--- src/include/dual_crc_consts.svh ---
`ifndef DUAL_CRC_CONSTS_SVH
`define DUAL_CRC_CONSTS_SVH

// width of one link data word
`define CRC_DATA_W 32

// remainder width, both engines
`define CRC_W 16

// x^16 + x^12 + x^5 + 1, x^16 term implied
`define CRC_POLY_CCITT 16'h1021

// x^16 + x^15 + x^2 + 1, x^16 term implied
`define CRC_POLY_ANSI 16'h8005

// one serial step per data bit
`define CRC_SHIFTS `CRC_DATA_W

`endif

--- src/logic/dual_crc_pkg.sv ---
`include "dual_crc_consts.svh"

package dual_crc_pkg;

	// one word as seen on the link
	typedef logic [`CRC_DATA_W-1:0] data_word_t;

	typedef logic [`CRC_W-1:0] crc_word_t;	// remainder of one polynomial

	// expected ccitt value in the upper half, ansi value in the lower half
	typedef logic [2*`CRC_W-1:0] check_field_t;

	// serial engine states
	typedef enum logic [1:0] {
		CRC_IDLE,	// waiting for launch
		CRC_SHIFT,	// one data bit per clock
		CRC_FINISH	// done cycle, remainder held
	} crc_state_t;

endpackage

--- src/logic/crc_serial_engine.sv ---
`timescale 1ns/100ps
`include "dual_crc_consts.svh"

module crc_serial_engine
	import dual_crc_pkg::*;
#(
	parameter crc_word_t poly = `CRC_POLY_CCITT	// generator, x^16 term implied
) (
	input  logic       clk,
	input  logic       rst_n,
	input  logic       launch,	// restarts the engine in any state
	input  data_word_t launch_data,
	output logic       done,	// one cycle after the last step
	output crc_word_t  remainder	// held until the next launch
);

	localparam int CNT_W = $clog2(`CRC_SHIFTS + 1);

	crc_state_t       state;
	data_word_t       shreg;	// bits still to go, msb first
	crc_word_t        rem_q;	// running remainder
	logic [CNT_W-1:0] step_cnt;	// steps already taken

	crc_word_t        rem_src;	// remainder entering this step
	logic             bit_src;	// data bit entering this step
	logic             fb;	// bit leaving the top of the divisor window
	crc_word_t        rem_next;
	logic             last_step;

	// a launch edge is also the first step, on a zero remainder
	always_comb begin
		if (launch) begin
			rem_src = '0;
			bit_src = launch_data[`CRC_DATA_W-1];	// msb goes in first
		end else begin
			rem_src = rem_q;
			bit_src = shreg[`CRC_DATA_W-1];
		end
	end

	// direct form of the long division: feeding the data bit in at the
	// top is the same as dividing data followed by sixteen zeros, so
	// 32 steps are enough instead of 48
	assign fb = rem_src[`CRC_W-1] ^ bit_src;
	assign rem_next = {rem_src[`CRC_W-2:0], 1'b0} ^ (poly & {`CRC_W{fb}});	// shift, xor if one

	assign last_step = (step_cnt == CNT_W'(`CRC_SHIFTS - 1));	// this edge does step 32

	// control state
	always_ff @(posedge clk or negedge rst_n) begin
		if (!rst_n) begin
			state    <= CRC_IDLE;
			rem_q    <= '0;
			step_cnt <= '0;
		end else begin
			if (launch) begin
				rem_q    <= rem_next;	// first bit done on the launch edge
				step_cnt <= CNT_W'(1);
				state    <= CRC_SHIFT;
			end else begin
				case (state)
					CRC_SHIFT: begin
						rem_q    <= rem_next;
						step_cnt <= step_cnt + 1'b1;
						if (last_step) begin
							state <= CRC_FINISH;	// done goes high next cycle
						end
					end
					CRC_FINISH: begin
						state    <= CRC_IDLE;	// remainder stays put
						step_cnt <= '0;
					end
					default: begin
						state <= CRC_IDLE;
					end
				endcase
			end
		end
	end

	// data shift register, payload only
	always_ff @(posedge clk) begin
		if (launch) begin
			shreg <= launch_data << 1;	// msb already consumed
		end else if (state == CRC_SHIFT) begin
			shreg <= shreg << 1;
		end
	end

	assign done      = (state == CRC_FINISH);	// single cycle by construction
	assign remainder = rem_q;

endmodule

--- src/logic/crc_check_ctrl.sv ---
`timescale 1ns/100ps
`include "dual_crc_consts.svh"

module crc_check_ctrl
	import dual_crc_pkg::*;
(
	input  logic         clk,
	input  logic         rst_n,
	input  logic         start,	// pulse, ignored while busy
	input  data_word_t   data_in,
	input  check_field_t check_in,
	output logic         launch,	// pulse to both engines
	output data_word_t   launch_data,
	input  logic         done_a,
	input  crc_word_t    rem_a,
	input  logic         done_b,
	input  crc_word_t    rem_b,
	output logic         busy,
	output logic         result_valid,	// pulse, 33 cycles after start
	output crc_word_t    crc_a,
	output crc_word_t    crc_b,
	output logic         match_a,
	output logic         match_b,
	output logic         word_ok
);

	data_word_t   data_q;	// word under check
	check_field_t check_q;	// received check field
	logic         seen_a;	// sticky done, engine a
	logic         seen_b;	// sticky done, engine b

	logic         accept;
	logic         got_a;
	logic         got_b;
	logic         all_done;
	crc_word_t    exp_a;
	crc_word_t    exp_b;
	logic         hit_a;
	logic         hit_b;

	assign accept   = start & ~busy;	// new word only when idle
	assign got_a    = seen_a | done_a;	// done this cycle or earlier
	assign got_b    = seen_b | done_b;
	assign all_done = busy & got_a & got_b;

	assign exp_a = check_q[2*`CRC_W-1:`CRC_W];	// upper half, ccitt
	assign exp_b = check_q[`CRC_W-1:0];	// lower half, ansi
	assign hit_a = (rem_a == exp_a);
	assign hit_b = (rem_b == exp_b);

	assign launch_data = data_q;	// stable from the launch cycle on

	// control and held results
	always_ff @(posedge clk or negedge rst_n) begin
		if (!rst_n) begin
			busy         <= 1'b0;
			launch       <= 1'b0;
			result_valid <= 1'b0;
			seen_a       <= 1'b0;
			seen_b       <= 1'b0;
			crc_a        <= '0;
			crc_b        <= '0;
			match_a      <= 1'b0;
			match_b      <= 1'b0;
			word_ok      <= 1'b0;
		end else begin
			launch       <= 1'b0;	// strobes default low
			result_valid <= 1'b0;
			if (accept) begin
				busy   <= 1'b1;
				launch <= 1'b1;
				seen_a <= 1'b0;
				seen_b <= 1'b0;
			end else if (all_done) begin
				// both engines in, verdict on this edge
				busy         <= 1'b0;
				result_valid <= 1'b1;
				crc_a        <= rem_a;
				crc_b        <= rem_b;
				match_a      <= hit_a;
				match_b      <= hit_b;
				word_ok      <= hit_a & hit_b;
			end else if (busy) begin
				if (done_a) begin
					seen_a <= 1'b1;
				end
				if (done_b) begin
					seen_b <= 1'b1;
				end
			end
		end
	end

	// payload capture on an accepted start only
	always_ff @(posedge clk) begin
		if (accept) begin
			data_q  <= data_in;
			check_q <= check_in;
		end
	end

endmodule

--- src/logic/dual_crc_top.sv ---
`timescale 1ns/100ps
`include "dual_crc_consts.svh"

module dual_crc_top
	import dual_crc_pkg::*;
(
	input  logic         clk,
	input  logic         rst_n,
	input  logic         start,
	input  data_word_t   data_in,
	input  check_field_t check_in,
	output logic         busy,
	output logic         result_valid,
	output crc_word_t    crc_a,	// ccitt remainder
	output crc_word_t    crc_b,	// ansi remainder
	output logic         match_a,
	output logic         match_b,
	output logic         word_ok
);

	logic       launch;	// shared by both engines
	data_word_t launch_data;
	logic       done_a;
	crc_word_t  rem_a;
	logic       done_b;
	crc_word_t  rem_b;

	// start filter, result gathering, verdict
	crc_check_ctrl i_ctrl (
		.clk          (clk),
		.rst_n        (rst_n),
		.start        (start),
		.data_in      (data_in),
		.check_in     (check_in),
		.launch       (launch),
		.launch_data  (launch_data),
		.done_a       (done_a),
		.rem_a        (rem_a),
		.done_b       (done_b),
		.rem_b        (rem_b),
		.busy         (busy),
		.result_valid (result_valid),
		.crc_a        (crc_a),
		.crc_b        (crc_b),
		.match_a      (match_a),
		.match_b      (match_b),
		.word_ok      (word_ok)
	);

	// engine a, ccitt
	crc_serial_engine #(
		.poly (`CRC_POLY_CCITT)
	) i_crc_a (
		.clk         (clk),
		.rst_n       (rst_n),
		.launch      (launch),
		.launch_data (launch_data),
		.done        (done_a),
		.remainder   (rem_a)
	);

	// engine b, ansi
	crc_serial_engine #(
		.poly (`CRC_POLY_ANSI)
	) i_crc_b (
		.clk         (clk),
		.rst_n       (rst_n),
		.launch      (launch),
		.launch_data (launch_data),
		.done        (done_b),
		.remainder   (rem_b)
	);

endmodule

--- config.mk ---
export PLATFORM = sky130hd
export DESIGN_NAME = dual_crc_top
export DESIGN_NICKNAME = d
export VERILOG_FILES = /design/src/logic/dual_crc_pkg.sv /design/src/logic/crc_serial_engine.sv /design/src/logic/crc_check_ctrl.sv /design/src/logic/dual_crc_top.sv
export VERILOG_INCLUDE_DIRS = /design/src /design/src/include
export SDC_FILE = /design/constraint.sdc
export NUM_CORES = 1
export LEC_CHECK = 0
export ABC_CLOCK_PERIOD_IN_PS = 4000
export BUFFER_PORTS_ARGS = -buffer_cell sky130_fd_sc_hd__buf_2
export CAP_MARGIN = 15
export CORE_MARGIN = 1
export CORE_UTILIZATION = 40
export CTS_CLUSTER_SIZE = 14
export DETAILED_ROUTE_END_ITERATION = 8
export GPL_ROUTABILITY_DRIVEN = 0
export SLEW_MARGIN = 0
export SYNTH_ARGS = -nofsm -noshare
export SYNTH_HDL_FRONTEND = slang
export SYNTH_SLANG_ARGS = --single-unit
--- constraint.sdc ---
create_clock -name clk -period 4 [get_ports clk]
set_clock_uncertainty 0.1 [all_clocks]
set_input_delay 0.6 -clock clk [delete_from_list [all_inputs] [get_ports clk]]
set_output_delay 0.6 -clock clk [all_outputs]
set_load 0.02 [all_outputs]
==> impl_results.md <==
- Post-route ant nets: 0
- Crit Path Category: reg2reg
- Seq/Total Area, Yosys: 70.08%
- All-Layer GR Usage: 15.03%
- Crit-path slowest cell: o221ai_4
- Vias: 5111
- Setup Slack @ Placement: 1.663 ns
- VDD IR max: 0.0004785 V
- Mapped Nets: 743
- P&R area growth vs syn: 19.31%
- Worst setup SP type: flip-flop
- RSZ-0062 raised after global routing: false
- Largest cells by area after synthesis: edfxtp_1, dfrtp_1, o21ai_0
- DRC viols: 0
- DR WL/cell: 14.71 µm
- Crit share post-route: 58.17%
- Largest net degree at the start of global routing: 131
- Ys flop type: edfxtp_1
- DR iter-0 viols: 258
- Hold slack: 0.1054 ns
- Max-slew violations: 0
- Top cell type's share of synthesized area: 44.30%
- Setup violators final: 0
- Synth Register Bits: 214
- Die width: 148.1 µm
- CTS HTree Levels: 1
- Total CTS buffers: 24
- Setup WS post-layout: 1.673 ns
- Total gr overflow: 0
- Number of global-route vias before repair: 5059
- Pwr Density: 777.1 nW/µm²
- Post-CTS Hold Buffers: 0
- CTS clk-pin slew, worst paths: 0.05 ns
- First-pass DRT Iterations: 4
- First-pass GRT wire length: 26100 µm
- Mapped Area: 8541 µm²
- Leakage power: 4.325 nW
- Reg2Reg Setup Slack: 1.67 ns
- Worst-Margin Slew: 1.138 ns
- Final Hold Violating Endpoints: 0
- Setup bufs post-CTS: 0
- Min Tclk post-route: 2.327 ns
- WP data arrival: 2.62 ns
- # rows: 53
- Most numerous cell in the Yosys netlist: edfxtp_1
- Initial antenna violation count: 0
- Yosys cell types: 39
- TNS Setup: 0 ns
- Crit path cell chain: nor2b_2, o221ai_4, buf_4, mux2_2
- NumNets Final: 848
- Syn avg cell area: 12.67 µm²
- Gate count after technology mapping: 674
- Clk Latency, worst-skew pair: 0.51 ns
- Critical path data required time: 4.29 ns
- Chip height: 148.1 µm
- I/O pins: 104
- Post-synth EDFFs: 126
- Max Fclk: 0.4298 GHz
- Die area: 21940 µm²
- Clock Path Buffers: 3
- CP max FO: 23
- Max incr delay on CP: 0.54 ns
- Ys async rst share: 41.12%
- PortBufs: 103
- CTS Root Cell: clkbuf_16
- Antenna cells: 0
- Worst Hold Class: in2async
- Slew headroom: 23.96%
- Synth warn: 0
- Vias/cell: 4.768
- TritonCTS clock tree: done
- Area leader, netlist: edfxtp_1
- DP Wirelength: 9880 µm
- Initial Util: 40.76%
- Post-cts sizing count: 0
- Post-Route WL: 15770 µm
- Maxcap violations: 0
- Clock sink count: 214
- Core footprint: 20960 µm²
- Inst Count DP: 1027
- Status: finished, final reports clean
- Synth cell count leaders: edfxtp_1, nand2_1, dfrtp_1
- Finished Layout Cells: 1072
- CP Capture Type: flip-flop
- Layout cells sized above 1: 23.09%
## logic make-up (layout without fill, tap and decap cells)
| logic type | after synthesis | in the layout | synth area share, % |
|---|---|---|---|
| XOR/XNOR | 39 | 39 | 3.999 |
| multiplexers | 34 | 34 | 4.600 |
| AND/OR/NAND/NOR | 156 | 156 | 8.087 |
| AO/OA/AOI/OAI | 132 | 132 | 8.380 |
| flip-flops | 214 | 214 | 70.08 |
| buffers and inverters | 97 | 220 | 4.556 |
| adder cells (fa/ha/maj) | 2 | 2 | 0.2930 |
## stage by stage
step | cell area, µm² | utilization (%) | power, W
2_1_floorplan | 8543 | - | 0.005148
3_3_place_gp | 9341 | 44.58 | 0.005715
3_5_place_dp | 9341 | 44.58 | 0.005780
4_1_cts | 10160 | 48.50 | 0.008014
5_1_grt | 10190 | 48.63 | 0.008444
6_report | 10190 | 48.63 | 0.007918
## power breakdown
part	leakage (nW)	internal (W)	switching, W
sequential	2.34	0.00329	0.000519
clock	0.405	0.00136	0.000845
combinational	1.58	0.000771	0.00113
total	4.32	0.00542	0.00249
## critical path, delay by kind of cell (launching register included)
family / cells / cell delay [ns]
buffers and inverters: 1 / 0.43
multiplexers: 1 / 0.37
flip-flops: 1 / 0.51
AO/OA/AOI/OAI: 1 / 0.54
AND/OR/NAND/NOR: 1 / 0.25
## path summary, 6_finish.rpt
check | from | end | cells past startpoint
min reg2reg | i_ctrl.crc_b[3]$_DFFE_PN0P_ | i_ctrl.crc_b[3]$_DFFE_PN0P_ | 1
max reg2reg | i_crc_a.state[1]$_DFFE_PN0P_ | i_ctrl.crc_b[0]$_DFFE_PN0P_ | 4
min in group clk | data_in[20] | i_ctrl.launch_data[20]$_DFFE_PP_ | 1
min | rst_n | i_crc_a.step_cnt[3]$_DFFE_PN0P_ | 1
max | i_crc_a.state[1]$_DFFE_PN0P_ | i_ctrl.crc_b[0]$_DFFE_PN0P_ | 4
max in group asynchronous | rst_n | i_ctrl.crc_b[6]$_DFFE_PN0P_ | 2
## layout by cell type (no fill, tap or decap), drive strengths merged
| master | Yosys | routed |
|---|---|---|
| xor2 | 32 | 32 |
| nor3 | 2 | 2 |
| o21ai | 76 | 76 |
| bufinv | 0 | 1 |
| buf | 12 | 110 |
| ha | 2 | 2 |
| dfrtp | 88 | 88 |
| nor2 | 16 | 16 |
| nor3b | 4 | 4 |
| a211oi | 1 | 1 |
| a32oi | 1 | 1 |
| nor2b | 8 | 8 |
| o31ai | 1 | 1 |
| o311ai | 2 | 2 |
| o21bai | 3 | 3 |
| xnor2 | 7 | 7 |
| mux2i | 1 | 1 |
| nor4b | 1 | 1 |
| edfxtp | 126 | 126 |
| a31oi | 5 | 5 |
| nand2 | 100 | 100 |
| nand4 | 2 | 2 |
| and3 | 1 | 1 |
| mux2 | 33 | 33 |
| clkbuf | 19 | 39 |
| nand2b | 3 | 3 |
| nand3b | 2 | 2 |
| inv | 66 | 66 |
| and2 | 4 | 4 |
| a22oi | 1 | 1 |
| clkinv | 0 | 4 |
| a21oi | 36 | 36 |
| o211ai | 5 | 5 |
| nor4 | 9 | 9 |
| nand3 | 4 | 4 |
| o221ai | 1 | 1 |
## layer usage
metal	share of wire [%]	global-route usage, %
met5	0	0
met4	2.1	3.918
met3	4.1	2.945
met2	47	24.93
met1	46	20.26
## registers in the layout (all words and copies together) (netlist names)
register             cells
i_ctrl.check_q          32
i_ctrl.launch_data      32
i_crc_a.shreg           31
i_crc_b.shreg           31
i_crc_a.remainder       16
i_crc_b.remainder       16
i_ctrl.crc_a            16
i_ctrl.crc_b            16
i_crc_a.step_cnt         6
i_crc_b.step_cnt         6
i_crc_a.state            2
i_crc_b.state            2
i_ctrl.busy              1
i_ctrl.launch            1
i_ctrl.match_a           1
i_ctrl.match_b           1
i_ctrl.result_valid      1
i_ctrl.seen_a            1
i_ctrl.seen_b            1
i_ctrl.word_ok           1
## area by class of cell
| class | count | area (µm²) |
|---|---|---|
| Clock buffer | 39 | 759.5 |
| Clock inverter | 5 | 61.31 |
| Fill cell | 1921 | 10770 |
| Inverter | 66 | 247.7 |
| Multi-Input combinational cell | 363 | 2185 |
| Sequential cell | 214 | 5989 |
| Tap cell | 275 | 344.1 |
| Timing Repair Buffer | 110 | 603.1 |
(Power assumes the default switching activity.)
